## config.mk

```make
export PLATFORM = sky130hd
export DESIGN_NAME = memory_stage
export DESIGN_NICKNAME = d
export VERILOG_FILES = /design/src/rtl/cpu_pkg.sv /design/src/rtl/memory_stage.sv
export VERILOG_INCLUDE_DIRS = /design/src /design/src/include
export SDC_FILE = /design/constraint.sdc
export NUM_CORES = 2
export LEC_CHECK = 0
export BUFFER_PORTS_ARGS = -buffer_cell sky130_fd_sc_hd__buf_4
export CAP_MARGIN = 5
export CORE_MARGIN = 2
export CORE_UTILIZATION = 60
export DETAILED_ROUTE_END_ITERATION = 6
export HOLD_SLACK_MARGIN = 0.02
export PLACE_DENSITY = 0.75
export SLEW_MARGIN = 5
export SYNTH_ARGS = -nofsm -noshare
export SYNTH_HDL_FRONTEND = slang
export SYNTH_SLANG_ARGS = --single-unit
```

## constraint.sdc

```tcl
create_clock -name clk_i -period 35.2 [get_ports clk_i]
set_clock_uncertainty 0.2 [all_clocks]
set_input_delay 1.76 -clock clk_i [delete_from_list [all_inputs] [get_ports clk_i]]
set_output_delay 1.76 -clock clk_i [all_outputs]
set_load 0.03 [all_outputs]
```

## src/include/cpu_settings.svh

```systemverilog
`ifndef CPU_SETTINGS_SVH
`define CPU_SETTINGS_SVH

// storage sizes
`define CPU_XLEN        32
`define IMEM_WORDS      64
`define DMEM_WORDS      32

// loader framing bytes
`define LOAD_START_BYTE 8'hFE
`define LOAD_END_BYTE   8'hFF

// opcodes of the supported subset
`define OP_RTYPE        7'b0110011
`define OP_ITYPE        7'b0010011
`define OP_LOAD         7'b0000011
`define OP_STORE        7'b0100011

// {funct7, funct3} of the r-type ops
`define FUNCT_ADD       10'b0000000_000
`define FUNCT_SUB       10'b0100000_000
`define FUNCT_AND       10'b0000000_111
`define FUNCT_OR        10'b0000000_110

`endif

```

## src/rtl/cpu_pkg.sv

```systemverilog
`include "cpu_settings.svh"

package cpu_pkg;

    typedef logic [`CPU_XLEN-1:0]             word_t;       // data or instruction word
    typedef logic [4:0]                       reg_addr_t;   // x0..x31
    typedef logic [$clog2(`IMEM_WORDS)-1:0]   imem_addr_t;  // instruction word index
    typedef logic [$clog2(`DMEM_WORDS)-1:0]   dmem_addr_t;  // data word index
    typedef logic [7:0]                       byte_t;

    typedef enum logic [1:0] {
        ALU_ADD,
        ALU_SUB,
        ALU_AND,
        ALU_OR
    } alu_op_e;

    typedef enum logic [1:0] {
        FWD_NONE,    // value from ID/EX
        FWD_EX_MEM,  // previous instruction
        FWD_MEM_WB   // two instructions back
    } fwd_sel_e;

    typedef enum logic [1:0] {
        LOAD_IDLE,
        LOAD_BYTES,
        LOAD_RUN
    } loader_state_e;

endpackage

```

## src/rtl/memory_stage.sv

```systemverilog
`timescale 1ns/1ps
`include "cpu_settings.svh"

module memory_stage (
    input  logic                clk_i,
    input  logic                reset,
    input  cpu_pkg::word_t      mem_alu_result_i,
    input  cpu_pkg::word_t      mem_store_data_i,
    input  cpu_pkg::reg_addr_t  mem_rd_addr_i,
    input  logic                mem_reg_write_i,
    input  logic                mem_mem_read_i,
    input  logic                mem_mem_write_i,
    input  cpu_pkg::dmem_addr_t read_addr_i,
    output cpu_pkg::reg_addr_t  wb_addr_o,
    output cpu_pkg::word_t      wb_data_o,
    output logic                wb_write_o,
    output cpu_pkg::word_t      read_data_o
);
    import cpu_pkg::*;

    word_t      dmem [`DMEM_WORDS];
    dmem_addr_t mem_addr;
    word_t      load_data;

    assign mem_addr    = mem_alu_result_i[$bits(dmem_addr_t)+1:2];  // byte addr to word
    assign load_data   = dmem[mem_addr];
    assign read_data_o = dmem[read_addr_i];

    // sw lands on the same edge that loads MEM/WB
    always_ff @(posedge clk_i or posedge reset) begin
        if (reset) begin
            for (int i = 0; i < `DMEM_WORDS; i++) begin
                dmem[i] <= '0;
            end
            wb_write_o <= 1'b0;
        end else begin
            if (mem_mem_write_i) begin
                dmem[mem_addr] <= mem_store_data_i;
            end
            wb_write_o <= mem_reg_write_i;
        end
    end

    always_ff @(posedge clk_i) begin
        wb_addr_o <= mem_rd_addr_i;
        wb_data_o <= mem_mem_read_i ? load_data : mem_alu_result_i;
    end

endmodule

```

# After elaboration in Yosys (flattened, before gate mapping)
# Index checks and enable logic that the tools add are counted.
# Widths: inputs -> output; s select.
totals:
  register_bits: 1062
  latch_bits: 0
  ramBits: 0
  rom_bits: 0
  out_inout_bits: 70
  word_cells: 51
  mem_count: 0
classes:
  n_addsub: 0
  multipliers: 0
  div: 0
  n_lt_le_gt_ge: 3
  n_eq_ne: 0
  n_shift: 0
  n_mux: 10
  n_bitwise: 2
  n_reduce_logical: 1
op_table:
  columns: ["op", "count"]
  rows:
  - ["$bwmux 1024", 1]
  - ["$bmux 32 s5", 2]
  - ["$mux 32", 6]
  - ["$demux 32 s5", 1]
  - ["$ge 6x6->1 const B", 2]
  - ["$not 5->6", 2]
  - ["$lt 6x1->1 const B", 1]
  - ["$logic_and 1x1->1", 1]

# Depth between registers and ports, before layout
logic_depth:
  word_depth: 6
  ltp_mapped: 10
  depth_no_buf: 5

# Least setup slack after synthesis
# Ideal clock, no wire load.
synth_path:
  path_type: "in2out"
  from: "input port read_addr_i[0]"
  to: "output port read_data_o[10]"
  arrival_time_ns: 3.676
  required_ns: 33.240
  path_slack_ns: 29.564
  path_stages: 5
  path_buffers: 2
  path_cell_list: "buf_2 clkbuf_1 mux4_2 mux4_2 o21a_1"
synth_between:
  elab_chain_cells: 4
synth_lines:
  columns: ["item", "line_no", "rtl"]
  rows:
  - ["from (decl)", "memory_stage.sv:13", "input cpu_pkg::dmem_addr_t read_addr_i,"]
  - ["$not 5->6 (implied by the code)", "memory_stage.sv:27", "assign read_data_o = dmem[read_addr_i];"]
  - ["$bmux 32 s5", "memory_stage.sv:27", null]
  - ["$mux 32 (implied by the code) (2 in a row)", "memory_stage.sv:27", null]
  - ["to (decl)", "memory_stage.sv:17", "output cpu_pkg::word_t read_data_o"]
# No other way between the ends. The select of a mux whose other input is x is not followed.

# Worst setup path after layout
layout_path:
  from: "input port read_addr_i[1]"
  to: "output port read_data_o[23]"
# Same word-level chain as after synthesis.

==> key figures <==
Logic synthesis
  – Yosys top cell by area: dfrtp_1
  – Top cell type's share of synthesized area: 46.4%
  – Most common cell in the synthesized netlist: dfrtp_1
  – Top cells by count, synth: dfrtp_1 (1,025), mux2_2 (1,022), mux4_2 (456), mux2i_1 (241), buf_2 (164)
  – Synthesized area: 55,200 um2
  – Area contributors post-synth: dfrtp_1 (46%), mux2_2 (21%), mux4_2 (19%)
  – EDFF count, synth: 0
  – Top FF cell, synth: dfrtp_1
  – Post-Syn Nets: 3,709
  – Synth unique cells: 54
  – Synth Warn #: 0
  – Cell count after synthesis: 3,630
  – #FFs+latches synth: 1,062
  – Async SR Flop Fraction: 96.5%
  – Seq/Total Area, Yosys: 47.8%
  – Mean post-synth cell area: 15.2 um2

Worst setup path
  – Crit. End Element: primary output
  – Buf/Inv on CP: 4
  – Required time worst endpoint: 33.24 ns
  – Critical Path Start Type: primary input
  – CP Cell Sequence: buf_8 > buf_4 > buf_4 > mux4_2 > mux4_2 > o21a_1 > buf_4
  – WS Path Type: primary input to primary output
  – Worst-path fanout max: 68
  – CP max stage cell: buf_4
  – Critical path's most frequent cell: buf_4
  – CP peak stage delay: 1.00 ns
  – Critical Path AT: 5.68 ns
  – Top delay family on crit path: buffers and inverters

Route
  – Antenna viol nets, final: 0
  – Vias: 36,000
  – TritonRoute pass-1 iters: 5
  – Routed WL: 176 mm
  – Via/cell ratio: 7.41
  – DRC viols: 0
  – WL/cell: 36.1 um
  – Number of DRC markers in iteration 0: 4,303

STA
  – Setup TNS: 0 ns
  – # setup viols final: 0
  – Min setup slack post-route: 27.56 ns
  – Final Max Slew Viols: 0
  – Fin crit share: 21.7%
  – Final min period: 7.64 ns
  – Least-Margin Pin Slew: 1.33 ns
  – Max Freq: 131 MHz
  – Unrepaired setup endpoints after global routing: false
  – Slew headroom: 11.3%
  – Hold Vio Cnt, Final: 0

Cells and area
  – Final net count: 3,660
  – Area delta synth->final: 9.97%
  – Share of layout cells above drive strength 1: 52.5%

Outcome
  – Status: complete, no violations

Power
  – Cell Pwr Density: 58.8 nW/um2
  – Leakage power: 26.2 nW
  – VDD IR max: 0.0414 mV

Die
  – Row cnt: 111
  – Initial Utilization: 60.4%
  – Die Area: 94,500 um2
  – Die H: 307 um
  – I/O pin count: 149
  – Die Span X: 307 um
  – Core ar.: 91,400 um2

Clock tree
  – CTS tree: done
  – H-Tree Depth: 3
  – Clock sink count: 1,062
  – Num CTS Buffers: 113
  – Cts-stage hold buffer count: 0
  – # resized after CTS: 0
  – Root buf cell: clkbuf_16
  – Clk_lat worst skew: 0.72 ns
  – CTS clk-pin slew, worst paths: 0.06 ns
  – Setup bufs post-CTS: 0
  – Max clock buf depth: 3

Global route
  – First-pass GRT wire length: 259 mm
  – Vias in the first global route: 37,700
  – Total track usage: 38.0%
  – Largest net degree at the start of global routing: 187
  – Grt ovf: 0
  – Antenna violations before repair: 6

Place
  – Post-DP HPWL: 97.2 mm
  – RD Place Congestion: 0.843
  – PortBufs: 148
  – Worst slack, placed: 27.69 ns

Worst hold path
  – HP Class: flip-flop to flip-flop

Flow run
  – Max-cap violations: 0
stage by stage:
step / area (um2) / util, % / power (W) / std cells / hold slack, ns
final: 60800 / 66.5 / 0.00357 / 4867 / 0.322
after global routing: 60700 / 66.5 / 0.00370 / 4865 / 0.338
after CTS: 60700 / 66.5 / 0.00357 / 4864 / 0.327
after detailed placement: 57000 / 62.4 / 0.00237 / 4652 / 0.311
after global placement: 57000 / 62.4 / 0.00232 / 4652 / 0.301
after floorplan: 55200 / - / 0.00216 / 3630 / 0.276
cell type report:
type | instances | area [um2]
Clock buffer | 175 | 3330
Inverter | 2 | 15.0
Sequential cell | 1062 | 26400
Antenna cell | 3 | 7.51
Fill cell | 6309 | 30600
Multi-Input combinational cell | 2175 | 27300
Tap cell | 1186 | 1480
Timing Repair Buffer | 227 | 1770
Clock inverter | 37 | 420
report_power, final:
part           internal [W]  switching (W)  total (W)
Combinational      0.000427       0.000301   0.000728
Sequential          0.00146       0.000178    0.00163
Clock              0.000702       0.000508    0.00121
final timing paths:
| path | start | endpoint | slack (ns) | depth (start not counted) |
|---|---|---|---|---|
| setup / recovery | read_addr_i[1] | read_data_o[23] | 27.56 | 7 |
| hold / removal | dmem[178]$_DFFE_PP0P_ | dmem[178]$_DFFE_PP0P_ | 0.32 | 1 |
| setup reg to reg | dmem[7]$_DFFE_PP0P_ | wb_data_o[7]$_DFF_P_ | 33.12 | 4 |
| hold reg to reg | dmem[178]$_DFFE_PP0P_ | dmem[178]$_DFFE_PP0P_ | 0.32 | 1 |
| max in group asynchronous | reset | dmem[885]$_DFFE_PP0P_ | 29.59 | 6 |
| min in group asynchronous | reset | wb_write_o$_DFF_PP0_ | 1.06 | 2 |
placed cells by master, fill, tap and decap left out, types with 4 or more instances in the layout:
cell / instances
bufinv_16: 7
mux2_2: 1022
mux2i_1: 241
dfxtp_1: 37
nor4_1: 7
a22oi_1: 75
clkinv_2: 23
o22ai_1: 71
a31oi_1: 5
a41oi_1: 7
a221oi_1: 7
nand4_1: 4
clkbuf_16: 114
o21a_1: 34
o21ai_0: 27
a211oi_1: 21
clkbuf_1: 36
a21oi_1: 20
and4_1: 18
nor2_4: 21
nand2_2: 7
nand3_1: 36
buf_4: 219
dfrtp_1: 1025
nand3b_1: 4
clkbuf_8: 26
nor2_1: 34
nand2_1: 8
a22o_1: 5
mux4_2: 456
logic make-up (layout without fill, tap and decap cells):
group	Yosys count	count (layout)	share of synthesized area, %
simple gates	172	172	1.71
compound gates	281	281	3.49
buf+inv	393	441	3.17
mux	1722	1722	43.9
other cells	0	3	0
flops	1062	1062	47.8
routing by layer:
layer  share of wire, %  GRT usage, %
met2                 46          57.4
met5              0.017             0
met3                 11          10.8
met4                5.6          18.7
met1                 38          51.1
registers in the layout (all words and copies together), names as in the netlist:
register	flops
wb_write_o	1
wb_addr_o	5
dmem	1024
wb_data_o	32
worst register-to-register path: stages (launching register included):
cell,delay [ns]
dfrtp_1,0.39
mux4_2,0.50
a22o_1,0.25
a311oi_1,0.25
a41oi_1,0.29
Power figures use the tool's default switching activity.
