==> config.mk <==
export PLATFORM = sky130hd
export DESIGN_NAME = register_file
export DESIGN_NICKNAME = d
export VERILOG_FILES = /design/src/rtl/cpu_pkg.sv /design/src/rtl/register_file.sv
export VERILOG_INCLUDE_DIRS = /design/src /design/src/include
export SDC_FILE = /design/constraint.sdc
export NUM_CORES = 2
export LEC_CHECK = 0
export BUFFER_PORTS_ARGS = -buffer_cell sky130_fd_sc_hd__buf_2
export CAP_MARGIN = 10
export CORE_ASPECT_RATIO = 1.25
export CORE_MARGIN = 1
export CORE_UTILIZATION = 50
export DETAILED_ROUTE_END_ITERATION = 10
export PLACE_DENSITY = 0.66
export SETUP_SLACK_MARGIN = 0.02
export SLEW_MARGIN = 25
export SYNTH_ARGS = -nofsm -noshare
export SYNTH_HDL_FRONTEND = slang
export SYNTH_SLANG_ARGS = --single-unit
==> constraint.sdc <==
create_clock -name clk_i -period 63.1 [get_ports clk_i]
set_input_delay 3.155 -clock clk_i [delete_from_list [all_inputs] [get_ports clk_i]]
set_output_delay 3.155 -clock clk_i [all_outputs]
set_load 0.02 [all_outputs]
==> src/include/cpu_settings.svh <==
`ifndef CPU_SETTINGS_SVH
`define CPU_SETTINGS_SVH

// storage sizes
`define CPU_XLEN        32
`define IMEM_WORDS      64
`define DMEM_WORDS      32

// loader framing bytes
`define LOAD_START_BYTE 8'hFE
`define LOAD_END_BYTE   8'hFF

// opcodes of the supported subset
`define OP_RTYPE        7'b0110011
`define OP_ITYPE        7'b0010011
`define OP_LOAD         7'b0000011
`define OP_STORE        7'b0100011

// {funct7, funct3} of the r-type ops
`define FUNCT_ADD       10'b0000000_000
`define FUNCT_SUB       10'b0100000_000
`define FUNCT_AND       10'b0000000_111
`define FUNCT_OR        10'b0000000_110

`endif

==> src/rtl/cpu_pkg.sv <==
`include "cpu_settings.svh"

package cpu_pkg;

    typedef logic [`CPU_XLEN-1:0]             word_t;       // data or instruction word
    typedef logic [4:0]                       reg_addr_t;   // x0..x31
    typedef logic [$clog2(`IMEM_WORDS)-1:0]   imem_addr_t;  // instruction word index
    typedef logic [$clog2(`DMEM_WORDS)-1:0]   dmem_addr_t;  // data word index
    typedef logic [7:0]                       byte_t;

    typedef enum logic [1:0] {
        ALU_ADD,
        ALU_SUB,
        ALU_AND,
        ALU_OR
    } alu_op_e;

    typedef enum logic [1:0] {
        FWD_NONE,    // value from ID/EX
        FWD_EX_MEM,  // previous instruction
        FWD_MEM_WB   // two instructions back
    } fwd_sel_e;

    typedef enum logic [1:0] {
        LOAD_IDLE,
        LOAD_BYTES,
        LOAD_RUN
    } loader_state_e;

endpackage

==> src/rtl/register_file.sv <==
`timescale 1ns/1ps

module register_file (
    input  logic               clk_i,
    input  logic               reset,
    input  cpu_pkg::reg_addr_t rs1_addr_i,
    input  cpu_pkg::reg_addr_t rs2_addr_i,
    input  cpu_pkg::reg_addr_t wb_addr_i,
    input  cpu_pkg::reg_addr_t read_addr_i,
    input  cpu_pkg::word_t     wb_data_i,
    input  logic               wb_write_i,
    output cpu_pkg::word_t     rs1_data_o,
    output cpu_pkg::word_t     rs2_data_o,
    output cpu_pkg::word_t     read_data_o
);
    import cpu_pkg::*;

    word_t regs [32];

    // x0 is never written, so it stays at its reset value
    always_ff @(posedge clk_i or posedge reset) begin
        if (reset) begin
            for (int i = 0; i < 32; i++) begin
                regs[i] <= '0;
            end
        end else if (wb_write_i && wb_addr_i != '0) begin
            regs[wb_addr_i] <= wb_data_i;
        end
    end

    function automatic word_t read_port(input reg_addr_t addr);
        if (addr == '0) begin
            return '0;
        end else if (wb_write_i && wb_addr_i == addr) begin
            return wb_data_i;  // same-cycle write passes through
        end
        return regs[addr];
    endfunction

    always_comb begin
        rs1_data_o  = read_port(rs1_addr_i);
        rs2_data_o  = read_port(rs2_addr_i);
        read_data_o = regs[read_addr_i];  // external readout
    end

endmodule

**Word-level counts from Yosys, hierarchy flattened**

Index checks and enable logic that the tools add are counted.

- Order comparisons: 5
- Equality and inequality tests: 2
- Muxes and demuxes: 22
- Bitwise gates (word level): 4
- Reduce and logical (&&, ||, !) cells: 7

Operator list:

| operator | number |
|---|---|
| $bwmux W1024 | 1 |
| $bmux W32 S5 | 3 |
| $mux W32 | 13 |
| $demux W32 S5 | 1 |
| $ge A6 B6 Y1 const B | 4 |
| $not A5 Y6 | 4 |
| $eq A5 B5 Y1 | 2 |
| $logic_not A5 Y1 | 2 |
| $lt A6 B1 Y1 const B | 1 |
| $reduce_bool A5 Y1 | 1 |
| $logic_and A1 B1 Y1 | 4 |
| $mux W1 | 4 |

- Flip-flop bits (word level): 1024
- Input port bits: 55
- Logic and storage cells: 72

**Depth between registers and ports, before layout**

- Depth in word-level cells: 6
- Depth in mapped cells: 9
- Mapped depth without buffers: 5

**Worst setup path before layout**

Ideal clock, no wire load.

- Path kind: input to output
- Start point: input rs1_addr_i[0]
- End point: output rs1_data_o[0]
- Arrival: 5.170 ns
- Data required time: 59.945 ns
- Slack: 54.775 ns
- Stages on the path: 8
- Path through: buf_2 -> buf_2 -> buf_2 -> nor2b_1 -> clkbuf_1 -> a21oi_1 -> a221oi_1 -> o41ai_1

- Cells in the longest elaborated chain, start to end: 5
- Elaborated cells on any way between the ends: 11
- Classes of those cells: eq/ne: 1; mux: 7; bitwise: 1; reduce/logical: 2

Ends and longest elaborated chain:

| what | RTL line | text |
|---|---|---|
| from (decl) | register_file.sv:6 | `input cpu_pkg::reg_addr_t rs1_addr_i,` |
| $not A5 Y6 (implied by the code) or $eq A5 B5 Y1 (tied branches) | register_file.sv:37, register_file.sv:34 |  |
| $bmux W32 S5 or $logic_and A1 B1 Y1 (tied branches) | register_file.sv:37, register_file.sv:34 |  |
| $mux W32 (implied by the code) or $mux W1 (tied branches) | register_file.sv:37, register_file.sv:34 |  |
| $mux W32 (implied by the code) or $mux W1 (tied branches) | register_file.sv:37, register_file.sv:32 |  |
| $mux W32 (*) | register_file.sv:37 | `return regs[addr];` |
| to (decl) | register_file.sv:12 | `output cpu_pkg::word_t rs1_data_o,` |

Mark *: on every way between the ends. The rest lies on a longest branch, timed or not. The select of a mux whose other input is x is not followed.

**Worst setup path after layout**

- Start point: input rs1_addr_i[2]
- End point: output rs1_data_o[10]

The elaborated chain is that of the path after synthesis.

==> summary.md <==
| Metric | Value |
|---|---|
| Main synth FF type | `dfrtp_1` |
| CTS H-tree lvls | `3` |
| I/O pin total | `between 150 and 200` |
| I/O Buffers | `150` |
| HP Class | `flop to flop` |
| Die Wd | `about 320 um` |
| Reg clk slew, reported paths | `about 60 ps` |
| Largest Register | `regs` |
| Total Routing Usage GR | `0.354` |
| Root buf cell | `clkbuf_16` |
| Wire per inst | `between 30 and 40 um` |
| Vias per cell | `7.58` |
| CTS Buf Count | `about 110` |
| CORE AREA | `between 100000 and 150000 um2` |
| # setup viols final | `0` |
| CP Data Required Time | `between 50000 and 60000 ps` |
| Final Hold Violating Endpoints | `0` |
| Max Cap Viol | `0` |
| Share of power burned in registers | `0.425` |
| Max Buffers Root-to-Sink | `3` |
| Logic pwr share | `0.254` |
| Worst r2r src | `regs[356]` |
| Synth unique cells | `42` |
| CP Launch Type | `input port` |
| Row count | `145` |
| Final TNS setup | `0 ps` |
| Critical Path Sink Type | `output port` |
| Placed cell count | `between 5000 and 6000` |
| Final antenna-violating net count | `0` |
| Cts repair resizes | `0` |
| Peak supply drop | `between 0.02 and 0.025 mV` |
| Tmin final | `between 10000 and 15000 ps` |
| Post-Route WL | `224 mm` |
| Initial DRC Count | `5745` |
| Final #Nets | `about 4100` |
| Switching pwr | `around 0.64 mW` |
| Seq/Total Area, Yosys | `0.405` |
| Area Overhead vs Synth | `8.80%` |
| Fillers | `10024` |
| Post-DP HPWL | `about 120 mm` |
| Reg-to-reg endpoint | `regs[356]` |
| Vias in the first global route | `~44000` |
| Critical path class | `input port to output port` |
| GP Congestion | `~0.85` |
| Sink Count | `about 1000` |
| Share of flip-flops with an asynchronous set or reset | `1.00` |
| Met1 wire length | `83.7 mm` |
| Post-synth EDFFs | `0` |
| Flops & latches, synth | `just over 1000` |
| Largest net degree at the start of global routing | `around 170` |
| First-pass detailed-route iteration total | `8` |
| Share of layout cells above drive strength 1 | `0.542` |
| Critical path arrival | `around 7900 ps` |
| Congestion Overflow GR | `0` |
| Starting density of the core | `0.505` |
| Die ar. | `~130000 um2` |
| Yosys Warn Count | `0` |
| RSZ-0062 raised after global routing | `no` |
| Max reg flops | `~1000` |
| Synth Area per Inst | `14.9 um2` |
| Internal | `1.50 mW` |
| Register area | `25600 um2` |
| Vias | `approximately 44000` |
| Worst Max-Slew Pin Slew | `roughly 1200 ps` |
| Pleak | `about 29 nW` |
| Postcts setup bufs | `0` |
| R2r setup slk | `62250 ps` |
| Drt drc | `0` |
| Sw Ratio | `0.298` |
| Reg2reg path depth | `1` |
| Antenna violations before repair | `24` |
| CP startpoint | `rs1_addr_i[2]` |
| Pwr/cell area | `31.1 nW/um2` |
| Worst Setup EP | `rs1_data_o[10]` |
| Met2 routed WL | `about 100 mm` |
| Source of the worst hold timing path | `regs[1009]` |
| Hold Buf Count CTS | `0` |
| Fin crit share | `0.175` |
| Clock share of power | `0.321` |
| Worst-path maximum fanout | `60` |
| Biggest regs | `regs x1024` |
| Max-slew headroom | `0.232` |
| Post-synthesis cell count | `about 4200` |
| Final Max Tran Viols | `0` |
| First-pass GRT wire length | `325 mm` |
| Max Clk Rate | `just over 90 MHz` |
| Synth Cell Area | `between 60000 and 70000 um2` |
| Die height | `~400 um` |
| DR WL met3 | `about 26 mm` |
| CTS tree | `done` |
| Worst clock skew | `0 ps` |
| Post-Layout Cell Count | `between 5000 and 6000` |
| Status | `finished, final reports clean` |
| Later-pin clock latency in the skew report | `~700 ps` |
| Multi-input logic area | `35800 um2` |
| Syn Nets | `between 4000 and 5000` |
| Highest Signal Layer | `met5` |
-- critical path, stage by stage --
cell and delay [ps]:
buf_8 510, buf_4 970, buf_4 820, or3_1 280, o21ai_4 280, buf_4 410, o41ai_1 990, buf_2 310
-- area by class of cell --
type,count,share of cell area
multi-input combinational,2695,0.520
sequential,1024,0.373
clock buffer,149,0.0443
tap,1617,0.0294
timing repair buffer,238,0.0236
clock inverter,42,0.00995
antenna,5,0.000182
inverter,1,0.000164
-- layer usage --
layer / up-vias / GRT usage
met5: - / 0
met4: 28 / 0.184
met3: 670 / 0.106
met2: 2822 / 0.530
met1: 23514 / 0.469
li1: 16692 / -
-- power groups by stage --
stage	Combinational (mW)	Sequential [mW]	Clock, mW
2_1_floorplan	0.423	0.873	0
3_3_place_gp	0.529	0.905	0
3_5_place_dp	0.537	0.914	0
4_1_cts	0.539	0.902	0.693
5_1_grt	0.573	0.926	0.716
6_report	0.543	0.910	0.687
-- stage by stage --
| stage | hold WS [ps] | total power, mW | utilization | area (um2) | setup WS (ps) |
|---|---|---|---|---|---|
| final | 420 | 2.14 | 0.549 | 68800 | 52060 |
| after global routing | 429 | 2.22 | 0.549 | 68800 | 52100 |
| after CTS | 419 | 2.13 | 0.549 | 68700 | 52180 |
| after detailed placement | 404 | 1.45 | 0.519 | 65000 | 52180 |
| after global placement | 394 | 1.43 | 0.519 | 64900 | 52090 |
| after floorplan | 458 | 1.30 | - | 63200 | 31130 |
-- cells in the mapped netlist (46+ instances only) --
cell type  number  area share
dfrtp_1      1024        0.41
a22oi_1       159       0.019
clkbuf_1      271       0.016
mux2i_1       221       0.035
mux2_2       1031        0.18
nand3_1        46      0.0036
buf_1          65      0.0039
nor2_1         81      0.0048
buf_2         152       0.012
a211oi_1       58      0.0069
a22o_1         57      0.0079
o22ai_1        63      0.0062
mux4_2        750        0.27
-- cells by family (layout without fill, tap and decap cells) --
kind of cell / count (synthesis) / in the layout / share of synthesized area
AND/OR/NAND/NOR: 230 / 230 / 0.0173
multiplexers: 2011 / 2011 / 0.487
AO/OA/AOI/OAI: 444 / 444 / 0.0531
buffers and inverters: 516 / 430 / 0.0355
XOR/XNOR: 10 / 10 / 0.00139
other: 0 / 5 / 0
flip-flops: 1024 / 1024 / 0.405
-- cell usage in the layout (no fill, tap or decap), drive strengths merged, types with 21 or more instances in the layout --
cell type  Yosys  final
a211oi        58     58
a21oi         23     23
a22o          57     57
a22oi        159    159
buf          244    238
clkbuf       271    149
clkinv         0     21
dfrtp       1024   1024
mux2        1040   1040
mux2i        221    221
mux4         750    750
nand2         39     39
nand3         46     46
nor2          81     81
nor2b         24     24
o2111ai       45     45
o22ai         63     63
-- worst min-delay path by stage --
stage                 end  slack, ps  depth (start not counted)
6_report       regs[1009]        420                          0
5_1_grt        regs[1009]        430                          0
4_1_cts        regs[1009]        420                          0
3_5_place_dp   regs[1008]        400                          0
3_3_place_gp   regs[1023]        390                          0
2_1_floorplan  regs[1000]        460                          1
No activity file was read; power rests on OpenSTA's default activity.
