**src/include/cpu_settings.svh**
```systemverilog
`ifndef CPU_SETTINGS_SVH
`define CPU_SETTINGS_SVH

// storage sizes
`define CPU_XLEN        32
`define IMEM_WORDS      64
`define DMEM_WORDS      32

// loader framing bytes
`define LOAD_START_BYTE 8'hFE
`define LOAD_END_BYTE   8'hFF

// opcodes of the supported subset
`define OP_RTYPE        7'b0110011
`define OP_ITYPE        7'b0010011
`define OP_LOAD         7'b0000011
`define OP_STORE        7'b0100011

// {funct7, funct3} of the r-type ops
`define FUNCT_ADD       10'b0000000_000
`define FUNCT_SUB       10'b0100000_000
`define FUNCT_AND       10'b0000000_111
`define FUNCT_OR        10'b0000000_110

`endif

```
**src/rtl/cpu_pkg.sv**
```systemverilog
`include "cpu_settings.svh"

package cpu_pkg;

    typedef logic [`CPU_XLEN-1:0]             word_t;       // data or instruction word
    typedef logic [4:0]                       reg_addr_t;   // x0..x31
    typedef logic [$clog2(`IMEM_WORDS)-1:0]   imem_addr_t;  // instruction word index
    typedef logic [$clog2(`DMEM_WORDS)-1:0]   dmem_addr_t;  // data word index
    typedef logic [7:0]                       byte_t;

    typedef enum logic [1:0] {
        ALU_ADD,
        ALU_SUB,
        ALU_AND,
        ALU_OR
    } alu_op_e;

    typedef enum logic [1:0] {
        FWD_NONE,    // value from ID/EX
        FWD_EX_MEM,  // previous instruction
        FWD_MEM_WB   // two instructions back
    } fwd_sel_e;

    typedef enum logic [1:0] {
        LOAD_IDLE,
        LOAD_BYTES,
        LOAD_RUN
    } loader_state_e;

endpackage

```
**src/rtl/instr_fetch.sv**
```systemverilog
`timescale 1ns/1ps
`include "cpu_settings.svh"

module instr_fetch (
    input  logic           clk_i,
    input  logic           reset,
    input  cpu_pkg::byte_t instr_i,
    output logic           run_o,
    output cpu_pkg::word_t if_instr_o
);
    import cpu_pkg::*;

    loader_state_e                 state;
    logic [$bits(imem_addr_t)+1:0] byte_cnt;  // next byte position in imem
    imem_addr_t                    wr_word;
    logic [1:0]                    wr_lane;
    imem_addr_t                    pc;        // word index, not byte address
    word_t                         imem [`IMEM_WORDS];

    assign {wr_word, wr_lane} = byte_cnt;

    always_ff @(posedge clk_i or posedge reset) begin
        if (reset) begin
            state    <= LOAD_IDLE;
            byte_cnt <= '0;
            run_o    <= 1'b0;
        end else begin
            run_o <= (state == LOAD_RUN);  // one edge after the end byte
            case (state)
                LOAD_IDLE: begin
                    if (instr_i == `LOAD_START_BYTE) begin
                        state <= LOAD_BYTES;
                    end
                end
                LOAD_BYTES: begin
                    if (instr_i == `LOAD_END_BYTE) begin
                        state <= LOAD_RUN;
                    end else begin
                        byte_cnt <= byte_cnt + 1'b1;
                    end
                end
                default: state <= LOAD_RUN;  // held until reset
            endcase
        end
    end

    // one byte per clock, low byte of each word first
    always_ff @(posedge clk_i) begin
        if (state == LOAD_BYTES && instr_i != `LOAD_END_BYTE) begin
            imem[wr_word][{wr_lane, 3'b000} +: 8] <= instr_i;
        end
    end

    // pc and IF/ID, frozen at zero until the program is loaded
    always_ff @(posedge clk_i or posedge reset) begin
        if (reset) begin
            pc         <= '0;
            if_instr_o <= '0;
        end else if (run_o) begin
            if_instr_o <= imem[pc];
            pc         <= pc + 1'b1;
        end
    end

endmodule

```
**config.mk**
```make
export PLATFORM = sky130hd
export DESIGN_NAME = instr_fetch
export DESIGN_NICKNAME = d
export VERILOG_FILES = /design/src/rtl/cpu_pkg.sv /design/src/rtl/instr_fetch.sv
export VERILOG_INCLUDE_DIRS = /design/src /design/src/include
export SDC_FILE = /design/constraint.sdc
export NUM_CORES = 2
export LEC_CHECK = 0
export BUFFER_PORTS_ARGS = -buffer_cell sky130_fd_sc_hd__buf_2
export CELL_PAD_IN_SITES_DETAIL_PLACEMENT = 0
export CELL_PAD_IN_SITES_GLOBAL_PLACEMENT = 1
export CORE_MARGIN = 3
export CORE_UTILIZATION = 35
export CTS_BUF_LIST = sky130_fd_sc_hd__clkbuf_8
export DETAILED_ROUTE_END_ITERATION = 10
export PLACE_DENSITY_LB_ADDON = 0.1
export SYNTH_ARGS = -nofsm -noshare
export SYNTH_HDL_FRONTEND = slang
export SYNTH_SLANG_ARGS = --single-unit
```
**constraint.sdc**
```tcl
create_clock -name clk_i -period 8 [get_ports clk_i]
set_input_delay 2 -clock clk_i [delete_from_list [all_inputs] [get_ports clk_i]]
set_output_delay 2 -clock clk_i [all_outputs]
set_load 0.01 [all_outputs]
```
# Word level (Yosys, flattened, before mapping)
# Memories as Yosys holds them, arrays and structs flattened. A register that Yosys moved wholly into a read port is not among the register bits.
# Index checks and enable logic that the tools add are counted.
# totals
wordCells	27
out_inout_bits	33
ramBits	2048
n_memories	1
reg_bits	17
# memory_table
name	depth	width	read_ports	rd_clocked_by_memory_dff	wr	line	text
imem	64	32	1	1	1	instr_fetch.sv:18	word_t imem [`IMEM_WORDS];
# op_classes
shifts	2
n_eq_ne	7
n_mux	5
n_addsub	3
n_reduce_logical	4
bitwise	1
# ops
op	n
$mux 32	1
$shift 8x7->32 const A	1
$shiftx 8x7->32	1
$eq 8x8->1 const B	2
$add 8x1->8 const B	1
$ne 8x8->1 const B	1
$neg 5->7	1
$add 6x1->6 const B	1
$mux 2	2
$ne 2x2->1 const B	2
$pmux 2 s2	1
$reduce_and 2->1	2
$eq 2x1->1 const B	1
$eq 2x2->1 const B	1
$logic_not 2->1	1
$logic_and 1x1->1	1
$mux 1	1
$not 1->1	1

# Logic depth before layout (Yosys ltp)
# logic_depth
depth_word	4
depth_mapped	9
depth_no_buf	5

# Worst setup path after synthesis
# No wires, ideal clock.
# synth_path
path_type	input -> register
startpoint	in instr_i[7]
endpoint	mem imem[10][0] (netlist name) (enable)
stages	6
arrival_time_ns	3.256
setup_ns	0.370
setup_slack_ns	4.374
cell_sequence	nand4_1 > nor2_1 > a21oi_1 > nand2_1 > clkbuf_1 > nor2_1
# synth_between
elab_chain_cells	4
# synth_rtl
element	line	text
start, declared	instr_fetch.sv:7	input cpu_pkg::byte_t instr_i,
$ne 8x8->1 (no line)	-	
$logic_and 1x1->1 (no line)	-	
$mux 1	instr_fetch.sv:49	if (state == LOAD_BYTES && instr_i != `LOAD_END_BYTE) begin
$mux 32 (not written as such)	instr_fetch.sv:50	imem[wr_word][{wr_lane, 3'b000} +: 8] <= instr_i;
end, declared	instr_fetch.sv:18	
# No other way between the ends.

# Final worst setup path
# layout_path
startpoint	reg run_o
endpoint	out run_o
# layout_rtl
element	line	text
start, declared	instr_fetch.sv:8	output logic run_o,
start signal, assigned	instr_fetch.sv:28	run_o <= (state == LOAD_RUN);
# No word-level cell between the ends.

==> results.toml <==
[run_status]
outcome = "finished clean"

[logic_synthesis]
synthMuxAreaShare_pct = 15.5
yosys.area.top_type = "edfxtp_1"
synthAdderAreaFrac_pct = 0.108
yosysSeqAreaShare_pct = 77.1
synth_top_family_by_area = "multiplexers"
synth-edff-count = 2048
synth-xor-area-share_pct = 0.129
netlist_area_um2 = 81400
synthCells = 3988
synth_area_leaders = "edfxtp_1 (76%), mux4_2 (12%), mux2i_1 (2.9%)"
ys_types = 46
synth_compound_area_share_pct = 2.48
yosys-top-cells-count = "edfxtp_1 (2048), mux4_2 (449), nor2_1 (302), mux2i_1 (236), nand2_1 (147)"
ys.flop_type = "edfxtp_1"
synth_nets = 4005
synth_warnings = 0
postSynthAreaPerCell_um2 = 20.4
yosysTopAreaCellShare_pct = 75.6
synth.most_common_cell = "edfxtp_1"
synthSimpleGateAreaFrac_pct = 3.27
synth-async-reset-ratio_pct = 2.34
ys_seq_elements = 2097

[grt]
grt_pass1_vias = 41900
overflow = 0
grt_pass1_wl_um = 350000
antenna_found_initial = 31
grt_max_degree = 136
gr-usage-all-layers_pct = 21.2

[die]
start_util_pct = 35.3
fp-row-count = 176
fp.dieW_um = 488
boundaryPins = 43
core-area_um2 = 231000
die_area_um2 = 238000
die_h_um = 488

[detailed_routing]
first_pass_iters = 5
viasPerCell = 5.37
drtIter0Drc = 3666
wl_per_cell_um = 33.4
routed_wl_um = 253000
remaining_drc_errors = 0
vias = 40600
ant_nets = 0

[clocking]
clockRootBuffer = "clkbuf_8"
clock-sinks = 2097
cts_resized = 0
clkTransAtPathRegs_ns = 0.06
htree_levels = 5
clock_latency_ns = 1.05
cts_buffers = 372
cts_tree = "yes"
postCtsHoldBufs = 0
clk_path_buf_depth = 4
post-cts-setup-buffers = 0

[critical_path]
cp.arrival_ns = 2.22
crit_path_max_fanout = 26
crit_slowest_cell = "dfrtp_2"
crit_required_ns = 6.00
startpoint_type = "flop"
slowest_delay_ns = 0.92
timing.rr.start = "pc[2]$_DFFE_PP0P_"
r2r_slack_ns = 4.06
worstSetupPathType = "reg2out"
worstPathCellList = "buf_2"
critPathBufInv = 1
cpLargestDelayFamily = "flip-flops"
crit_path_start = "run_o$_DFF_PP0_"
end_kind = "primary output"

[power_and_ir_drop]
combPwrFrac_pct = 25.9
p_int_mw = 20.5
switching_power_mw = 9.54
power.density_nw_per_um2 = 326
p_leak_nw = 30.7
pwr-share-seq_pct = 43.3
clkPwrFrac_pct = 30.8
switching_share_pct = 31.8
vdd_drop_max_v = 0.000242

[job]
max_cap_violations = 0

[timing]
finalSetupViolations = 0
fin_skew_ns = 0.0578
slew_headroom_pct = 15.8
max_freq_ghz = 0.237
setup_tns_ns = 0
worstMarginPinSlew_ns = 1.26
finalMaxSlewViolations = 0
rsz0062_at_grt = "false"
fin_crit_sh_pct = 52.7
period_minus_slack_ns = 4.22
hold_viol = 0

[finish]
area_growth_pct = 13.0
fin_nets = 4277
drive_gt1_share_pct = 24.4
fill_cells = 20500
multi_input_area_um2 = 17600
final_util_pct = 39.9
regArea_um2 = 62700

[min_path]
hp-class = "reg2reg"
hp-start = "state[1]$_DFFE_PP0P_"

[place]
place.gp.congestion = 0.785
post-dp-hpwl_um = 156000
port-buffer-count = 42
layout by cell type (no fill, tap or decap), types with 15 or more instances in the layout:
cell type  netlist  final
edfxtp_1      2048   2048
mux4_2         449    449
clkbuf_8         0    378
nor2_1         302    302
mux2i_1        236    236
nand2_1        147    143
inv_1           32    137
o22ai_1        125    125
clkinv_1         1     89
buf_4           17     88
clkinv_2         0     52
dfrtp_1         49     42
buf_2           68     42
nand3_1         42     40
o21ai_0         34     34
a211oi_1        33     33
a22oi_1         30     30
a32oi_1         29     29
or3_1           29     29
o32ai_1         28     28
and2_2           0     25
bufinv_16        0     15
logic make-up after synthesis:
family                   after synthesis
AND/OR/NAND/NOR                      611
flip-flops                          2097
adder cells (fa/ha/maj)                7
XOR/XNOR                              12
buffers and inverters                272
AO/OA/AOI/OAI                        292
multiplexers                         697
routing by layer:
layer | wire length [um] | track usage [%] | part of all wire [%]
met5 | 114 | 0 | 0.045
met4 | 8480 | 7.05 | 3.4
met1 | 112000 | 29.8 | 44
met2 | 117000 | 32.8 | 46
met3 | 15500 | 4.65 | 6.1
layout make-up:
class                      count  area share [%]
antenna                       12          0.0326
clock buffer                 378            5.66
inverter                      34           0.141
sequential                  2097            68.2
tap                         3026            4.12
clock inverter               270            1.63
multi-input combinational   1619            19.1
timing repair buffer         136            1.08
metrics by stage:
step | area (um^2) | hold slack (ns) | power [mW] | cells | setup WS (ns)
5_1_grt | 92000 | 0.495 | 31.4 | 7564 | 3.63
4_1_cts | 92000 | 0.479 | 30.5 | 7560 | 3.61
2_1_floorplan | 81400 | 0.433 | 18.2 | 3988 | 4.37
6_report | 92000 | 0.479 | 30.0 | 7572 | 3.78
3_5_place_dp | 85300 | 0.469 | 21.2 | 6912 | 2.86
3_3_place_gp | 85300 | 0.464 | 21.2 | 6912 | 2.86
flip-flops by register name (all words and copies together) (netlist names):
signal / flops
pc: 6
byte_cnt: 8
run_o: 1
if_instr_o: 32
state: 2
imem: 2048
worst paths after layout:
path / to / cells after the start
hold reg to reg: state[0]$_DFFE_PP0P_ / 1
min in group asynchronous: if_instr_o[21]$_DFFE_PP0P_ / 3
max in group asynchronous: pc[1]$_DFFE_PP0P_ / 3
setup reg to reg: if_instr_o[17]$_DFFE_PP0P_ / 7
setup / recovery: run_o / 1
hold / removal: state[0]$_DFFE_PP0P_ / 1
power by group through the flow:
| stage | Combinational, mW | Clock, mW | Sequential, mW |
|---|---|---|---|
| floorplan | 5.24 | 0 | 12.9 |
| global placement | 7.97 | 0 | 13.3 |
| detailed placement | 7.95 | 0 | 13.3 |
| CTS | 7.95 | 9.51 | 13.0 |
| global route | 8.29 | 10.0 | 13.0 |
| finish | 7.78 | 9.24 | 13.0 |
worst register-to-register path, delay by kind of cell, from the launching register on:
| kind | cells | cell delay (ns) |
|---|---|---|
| buffers and inverters | 2 | 1.38 |
| AO/OA/AOI/OAI | 2 | 0.30 |
| flip-flops | 1 | 0.95 |
| multiplexers | 2 | 0.76 |
| AND/OR/NAND/NOR | 1 | 0.42 |
Note: power is estimated with default switching activity, not from simulation.
