[src/include/cpu_settings.svh]
`ifndef CPU_SETTINGS_SVH
`define CPU_SETTINGS_SVH

// storage sizes
`define CPU_XLEN        32
`define IMEM_WORDS      64
`define DMEM_WORDS      32

// loader framing bytes
`define LOAD_START_BYTE 8'hFE
`define LOAD_END_BYTE   8'hFF

// opcodes of the supported subset
`define OP_RTYPE        7'b0110011
`define OP_ITYPE        7'b0010011
`define OP_LOAD         7'b0000011
`define OP_STORE        7'b0100011

// {funct7, funct3} of the r-type ops
`define FUNCT_ADD       10'b0000000_000
`define FUNCT_SUB       10'b0100000_000
`define FUNCT_AND       10'b0000000_111
`define FUNCT_OR        10'b0000000_110

`endif

[src/rtl/cpu_pkg.sv]
`include "cpu_settings.svh"

package cpu_pkg;

    typedef logic [`CPU_XLEN-1:0]             word_t;       // data or instruction word
    typedef logic [4:0]                       reg_addr_t;   // x0..x31
    typedef logic [$clog2(`IMEM_WORDS)-1:0]   imem_addr_t;  // instruction word index
    typedef logic [$clog2(`DMEM_WORDS)-1:0]   dmem_addr_t;  // data word index
    typedef logic [7:0]                       byte_t;

    typedef enum logic [1:0] {
        ALU_ADD,
        ALU_SUB,
        ALU_AND,
        ALU_OR
    } alu_op_e;

    typedef enum logic [1:0] {
        FWD_NONE,    // value from ID/EX
        FWD_EX_MEM,  // previous instruction
        FWD_MEM_WB   // two instructions back
    } fwd_sel_e;

    typedef enum logic [1:0] {
        LOAD_IDLE,
        LOAD_BYTES,
        LOAD_RUN
    } loader_state_e;

endpackage

[src/rtl/decode_stage.sv]
`timescale 1ns/1ps
`include "cpu_settings.svh"

module decode_stage (
    input  logic               clk_i,
    input  logic               reset,
    input  cpu_pkg::word_t     if_instr_i,
    input  cpu_pkg::word_t     rs1_data_i,
    input  cpu_pkg::word_t     rs2_data_i,
    output cpu_pkg::reg_addr_t rs1_addr_o,
    output cpu_pkg::reg_addr_t rs2_addr_o,
    output cpu_pkg::reg_addr_t ex_rs1_addr_o,
    output cpu_pkg::reg_addr_t ex_rs2_addr_o,
    output cpu_pkg::reg_addr_t ex_rd_addr_o,
    output cpu_pkg::word_t     ex_rs1_data_o,
    output cpu_pkg::word_t     ex_rs2_data_o,
    output cpu_pkg::word_t     ex_imm_o,
    output cpu_pkg::alu_op_e   ex_alu_op_o,
    output logic               ex_alu_src_imm_o,
    output logic               ex_reg_write_o,
    output logic               ex_mem_read_o,
    output logic               ex_mem_write_o
);
    import cpu_pkg::*;

    logic [6:0] opcode;
    logic [2:0] funct3;
    logic [9:0] funct;
    alu_op_e    alu_op;
    logic       alu_src_imm;
    logic       reg_write;
    logic       mem_read;
    logic       mem_write;
    word_t      imm;

    assign opcode     = if_instr_i[6:0];
    assign funct3     = if_instr_i[14:12];
    assign funct      = {if_instr_i[31:25], funct3};
    assign rs1_addr_o = if_instr_i[19:15];
    assign rs2_addr_o = if_instr_i[24:20];

    always_comb begin
        alu_op      = ALU_ADD;  // address calc for lw/sw too
        alu_src_imm = 1'b0;
        reg_write   = 1'b0;
        mem_read    = 1'b0;
        mem_write   = 1'b0;
        case (opcode)
            `OP_RTYPE: begin
                reg_write = 1'b1;
                case (funct)
                    `FUNCT_ADD: alu_op = ALU_ADD;
                    `FUNCT_SUB: alu_op = ALU_SUB;
                    `FUNCT_AND: alu_op = ALU_AND;
                    `FUNCT_OR:  alu_op = ALU_OR;
                    default:    reg_write = 1'b0;  // other r-type ops are no-ops
                endcase
            end
            `OP_ITYPE: begin
                alu_src_imm = 1'b1;
                reg_write   = (funct3 == 3'b000);  // addi only
            end
            `OP_LOAD: begin
                alu_src_imm = 1'b1;
                reg_write   = (funct3 == 3'b010);  // lw only
                mem_read    = (funct3 == 3'b010);
            end
            `OP_STORE: begin
                alu_src_imm = 1'b1;
                mem_write   = (funct3 == 3'b010);  // sw only
            end
            default: reg_write = 1'b0;  // includes the all-zero word
        endcase
    end

    // s-type splits the immediate around rd
    assign imm = (opcode == `OP_STORE)
        ? {{(`CPU_XLEN-12){if_instr_i[31]}}, if_instr_i[31:25], if_instr_i[11:7]}
        : {{(`CPU_XLEN-12){if_instr_i[31]}}, if_instr_i[31:20]};

    always_ff @(posedge clk_i or posedge reset) begin
        if (reset) begin
            ex_alu_op_o      <= ALU_ADD;
            ex_alu_src_imm_o <= 1'b0;
            ex_reg_write_o   <= 1'b0;
            ex_mem_read_o    <= 1'b0;
            ex_mem_write_o   <= 1'b0;
        end else begin
            ex_alu_op_o      <= alu_op;
            ex_alu_src_imm_o <= alu_src_imm;
            ex_reg_write_o   <= reg_write;
            ex_mem_read_o    <= mem_read;
            ex_mem_write_o   <= mem_write;
        end
    end

    always_ff @(posedge clk_i) begin
        ex_rs1_addr_o <= rs1_addr_o;
        ex_rs2_addr_o <= rs2_addr_o;
        ex_rd_addr_o  <= if_instr_i[11:7];
        ex_rs1_data_o <= rs1_data_i;
        ex_rs2_data_o <= rs2_data_i;
        ex_imm_o      <= imm;
    end

endmodule

[config.mk]
export PLATFORM = sky130hd
export DESIGN_NAME = decode_stage
export DESIGN_NICKNAME = d
export VERILOG_FILES = /design/src/rtl/cpu_pkg.sv /design/src/rtl/decode_stage.sv
export VERILOG_INCLUDE_DIRS = /design/src /design/src/include
export SDC_FILE = /design/constraint.sdc
export NUM_CORES = 1
export LEC_CHECK = 0
export BUFFER_PORTS_ARGS = -buffer_cell sky130_fd_sc_hd__buf_2
export CORE_MARGIN = 10
export CORE_UTILIZATION = 35
export DETAILED_ROUTE_END_ITERATION = 10
export GPL_ROUTABILITY_DRIVEN = 1
export GPL_TIMING_DRIVEN = 0
export PLACE_DENSITY = 0.84
export RECOVER_POWER = 25
export SLEW_MARGIN = 30
export SYNTH_ARGS = -nofsm -noshare
export SYNTH_HDL_FRONTEND = slang
export SYNTH_SLANG_ARGS = --single-unit
[constraint.sdc]
create_clock -name clk_i -period 1.3 [get_ports clk_i]
set_input_delay 0.13 -clock clk_i [delete_from_list [all_inputs] [get_ports clk_i]]
set_output_delay 0.13 -clock clk_i [all_outputs]
set_load 0.01 [all_outputs]
# Yosys cells after proc, flatten, opt, wreduce, memory -nomap -nowiden
# Index checks and enable logic that the tools add are counted.
[totals]
ff_bits = 97
latchBits = 0
mem_bits_rw = 0
mem_bits_ro = 0
in_bits = 98
output_inout_bits = 127
word_cells = 31
n_memories = 0
[classes]
add_sub_neg = 0
multipliers = 0
div_mod_pow = 0
order_cmp = 0
eq_ne = 8
shifts = 0
n_mux = 8
bitwise = 0
reduce_logical = 4
[op_table]
columns = ["cell", "n"]
rows = [
  ["$eq A10 B3 Y1 const B", 2],
  ["$eq A7 B6 Y1 const B", 2],
  ["$eq A10 B9 Y1 const B", 1],
  ["$logic_not A10 Y1", 1],
  ["$eq A7 B2 Y1 const B", 1],
  ["$eq A7 B5 Y1 const B", 1],
  ["$pmux W2 S3", 1],
  ["$mux W5", 1],
  ["$mux W1", 4],
  ["$reduce_or A4 Y1", 1],
  ["$eq A3 B2 Y1 const B", 1],
  ["$logic_not A3 Y1", 1],
  ["$pmux W1 S3", 1],
  ["$reduce_or A3 Y1", 1],
  ["$mux W2", 1],
]

# Longest topological paths before layout
[logic_depth]
ltp_word = 4
mapped_depth = 4
ltp_nobuf = 4

# Worst setup path after synthesis
# OpenSTA, ideal clock, no wires.
[synth_timing]
path_type = "input-to-reg"
start = "in if_instr_i[3]"
end = "reg ex_imm_o[0]"
setup_ps = 121
t_arrival_ps = 1049
t_required_ps = 1179
slack_ps = 130
stages = 4
n_path_buf = 0
cell_sequence = "nor4b_4 nand3_2 nor2_4 mux2_2"
[synth_via]
elab_chain_cells = 2
[synth_lines]
columns = ["element", "line", "source"]
rows = [
  ["from (decl)", "decode_stage.sv:7", "input cpu_pkg::word_t if_instr_i,"],
  ["$eq A7 B6 Y1", "n/a", ""],
  ["$mux W5", "decode_stage.sv:77", "assign imm = (opcode == `OP_STORE)"],
  ["named net imm[0]", "decode_stage.sv:34", "word_t imm;"],
  ["to (signal assigned)", "decode_stage.sv:103", "ex_imm_o <= imm;"],
  ["to (decl)", "decode_stage.sv:17", "output cpu_pkg::word_t ex_imm_o,"],
]
# The timed path passes the listed nets, and every way through them passes these cells.

# Final worst setup path
[layout_timing]
start = "in if_instr_i[27]"
end = "reg ex_reg_write_o"
[layout_via]
elab_chain_cells = 4
elab_cells_between_ends = 7
cone_classes = "eq/ne (3); mux (2); reduce/logical (2)"
[layout_lines]
columns = ["element", "line", "source"]
rows = [
  ["$eq A10 B3 Y1 (tied with other cells)", "decode_stage.sv:51", "case (funct)"],
  ["$reduce_or A4 Y1 (no source line) (*)", "n/a", ""],
  ["$mux W1 (*)", "decode_stage.sv:51", ""],
  ["$pmux W1 S3 (*)", "decode_stage.sv:48", "case (opcode)"],
  ["named net reg_write", "decode_stage.sv:31", "logic reg_write;"],
  ["to (signal assigned)", "decode_stage.sv:91", "ex_reg_write_o <= reg_write;"],
  ["to (decl)", "decode_stage.sv:20", "output logic ex_reg_write_o,"],
]
# Mark *: on every way through the listed nets, which the timed path passes. The rest lies on a longest branch.

==> metrics <==
initial antenna violation count 4; M1 WL around 3200 um; RSZ-0062 raised after global routing true; critical path arrival approximately 1.5 ns; FILL cells approximately 450; most frequent cells in the layout buf_2 (220), dfxtp_1 (90), dlygate4sd3_1 (88), buf_4 (30), clkbuf_8 (9); Setup TNS -0.02655 ns; DRC 0; Overall Global Routing Usage a little under a fifth; most common cell after layout, fill and taps aside buf_2; pin count of the biggest net entering global routing 22; TritonRoute pass-1 iters 4; multi-input logic area ~250 um2; Reg clk slew, reported paths ~0.080 ns; Hold Crit Depth 3; initial core utilization between 30% and 40%; Cell Area, Synth 0.002440 mm2; Synth cell types 19; Final Setup Violations 1; placed cell count 477; Worst Max-Slew Pin Slew 0.2593 ns; DIE AREA ~0.011 mm2; antenna viol nets, final 0; fin cells 583; final hold viol count 0; cells after synthesis ~160; Max Freq approximately 0.75 GHz; Hold WS 0.09198 ns; Iteration-0 DRC Markers 42; Syn Nets 255; fin util 70.31%; status finished with violations; dpl ws -0.1360 ns; power per standard cell area 1243 mW/mm2; Area Overhead vs Synth 95.79%; synthesized area per cell ~16 um2; Final HPWL DP just under 7000 um; dpl cell area 0.003681 mm2; worst hold path class in -> reg; post-DR vias/cell approximately 4.1; critical-path maximum fanout 3; number of global-route vias before repair 2677; failing checks setup timing; CTS root buf clkbuf_8; fin nets 578; highest routed layer met5; WS Path Type in -> reg; Yosys Warn Count 0; met3 routed WL between 1000 and 1500 um; Required @ worst endpoint 1.51 ns; H-tree Lvls 3; Placer Congestion 0.7602; Worst Hold Launch if_instr_i[0]; Die Span Y 103.5 um; FF/Latch Area slightly below 0.002 mm2; Design Power 5.940 mW; WL/cell ~18 um; Rows 30; first-pass GRT wire length ~15000 um; Max Cap Viol 0; clock period minus worst slack 1.327 ns; Die Width 103.5 um; Max clock buf depth 2; fraction of layout cells with a size suffix above 1 57.73%; drt total wl 10610 um; CP Capture Type flop; Setup WS post-layout -0.02655 ns; Max Slew Vio Count 0; max_slew headroom 82.64%; crit share post-route 102.0%; Clock Sinks 97; I/O pin total between 200 and 250; sequential area share after synthesis about four fifths; port bufs 224; CP Launch Type input pin; Final Instance Area 0.004777 mm2; CTS tree yes; maximum vdd drop 0.7684 mV; GRT Residual Overflow 0; clock buffer count from CTS 9; flops & latches, synth slightly below 100; WL met2 between 5000 and 6000 um; core area 0.006794 mm2; total leakage power 2.430 nW; vias 2370; Hold EP ex_mem_write_o$_DFF_PP0_
[synth_stat cells]
master / count / area share, %
nand3_1: 1 / 0.20
dfrtp_1: 6 / 6.2
buf_4: 30 / 9.2
dfxtp_1: 91 / 75
o21ai_0: 1 / 0.20
a21oi_1: 1 / 0.20
nand2b_1: 1 / 0.26
mux2_2: 5 / 2.3
nor2_1: 4 / 0.62
nand4b_2: 1 / 0.62
nor4b_4: 2 / 1.9
nor4_1: 3 / 0.77
or4_1: 1 / 0.31
nor3_2: 1 / 0.41
nor3_1: 3 / 0.62
nor2_4: 1 / 0.46
nand3_2: 1 / 0.41
nand2_1: 3 / 0.46
inv_1: 1 / 0.15
[critical path, stage by stage]
cell and delay (ns):
dlygate4sd3_1 0.54, buf_2 0.12, nor3_1 0.05, nand4b_2 0.14, nor4_2 0.05, or4_1 0.51
[final cells by class]
| cell class | instances | area share, % |
|---|---|---|
| Tap cell | 96 | 2.514 |
| Antenna cell | 2 | 0.1048 |
| Buffer | 30 | 4.715 |
| Clock buffer | 10 | 2.672 |
| Multi-Input combinational cell | 29 | 5.238 |
| Inverter | 1 | 0.07858 |
| Clock inverter | 6 | 1.493 |
| Sequential cell | 97 | 41.36 |
| Timing Repair Buffer | 312 | 41.83 |
[worst max-delay path by stage]
stage / from / end
after floorplan: if_instr_i[3] / ex_imm_o[0]$_DFF_P_
after global placement: if_instr_i[3] / ex_imm_o[0]$_DFF_P_
after detailed placement: if_instr_i[3] / ex_imm_o[0]$_DFF_P_
after CTS: if_instr_i[27] / ex_reg_write_o$_DFF_PP0_
after global routing: if_instr_i[27] / ex_reg_write_o$_DFF_PP0_
final: if_instr_i[27] / ex_reg_write_o$_DFF_PP0_
[sequential cells by signal, summed over array words and instances, names as in the netlist]
signal	flops
ex_rs1_data_o	32
ex_rs2_data_o	32
ex_imm_o	12
ex_rd_addr_o	5
ex_rs1_addr_o	5
ex_rs2_addr_o	5
ex_alu_op_o	2
ex_alu_src_imm_o	1
ex_mem_read_o	1
ex_mem_write_o	1
ex_reg_write_o	1
[what timing repair did]
action	CTS	global route
resized for setup	2	2
hold buffers	88	0
pin swaps	0	1
setup endpoints to repair	21	2
buffers inserted	0	0
hold endpoints to repair	96	0
[cell families (layout without fill, tap and decap cells)]
kind of cell,Yosys count,in the layout,share of synthesized area [%]
and+or+nand+nor,22,22,7.077
AOI/OAI and AO/OA,2,2,0.4099
muxes,5,5,2.308
DFF,97,97,80.82
buffers and inverters,31,359,9.385
other,0,2,0
[power breakdown]
part           leakage, nW  switching [mW]  total (mW)  internal (mW)
Sequential           0.852          0.0483        3.17           3.12
Clock               0.0992            1.04        1.95          0.915
Combinational         1.48           0.340       0.816          0.475
[per-layer routing]
layer | global-route usage (%) | up-vias
li1 | - | 1121
met1 | 15.84 | 1079
met2 | 37.38 | 134
met3 | 7.575 | 34
met4 | 10.70 | 2
met5 | 0 | -
Power figures use the tool's default switching activity.
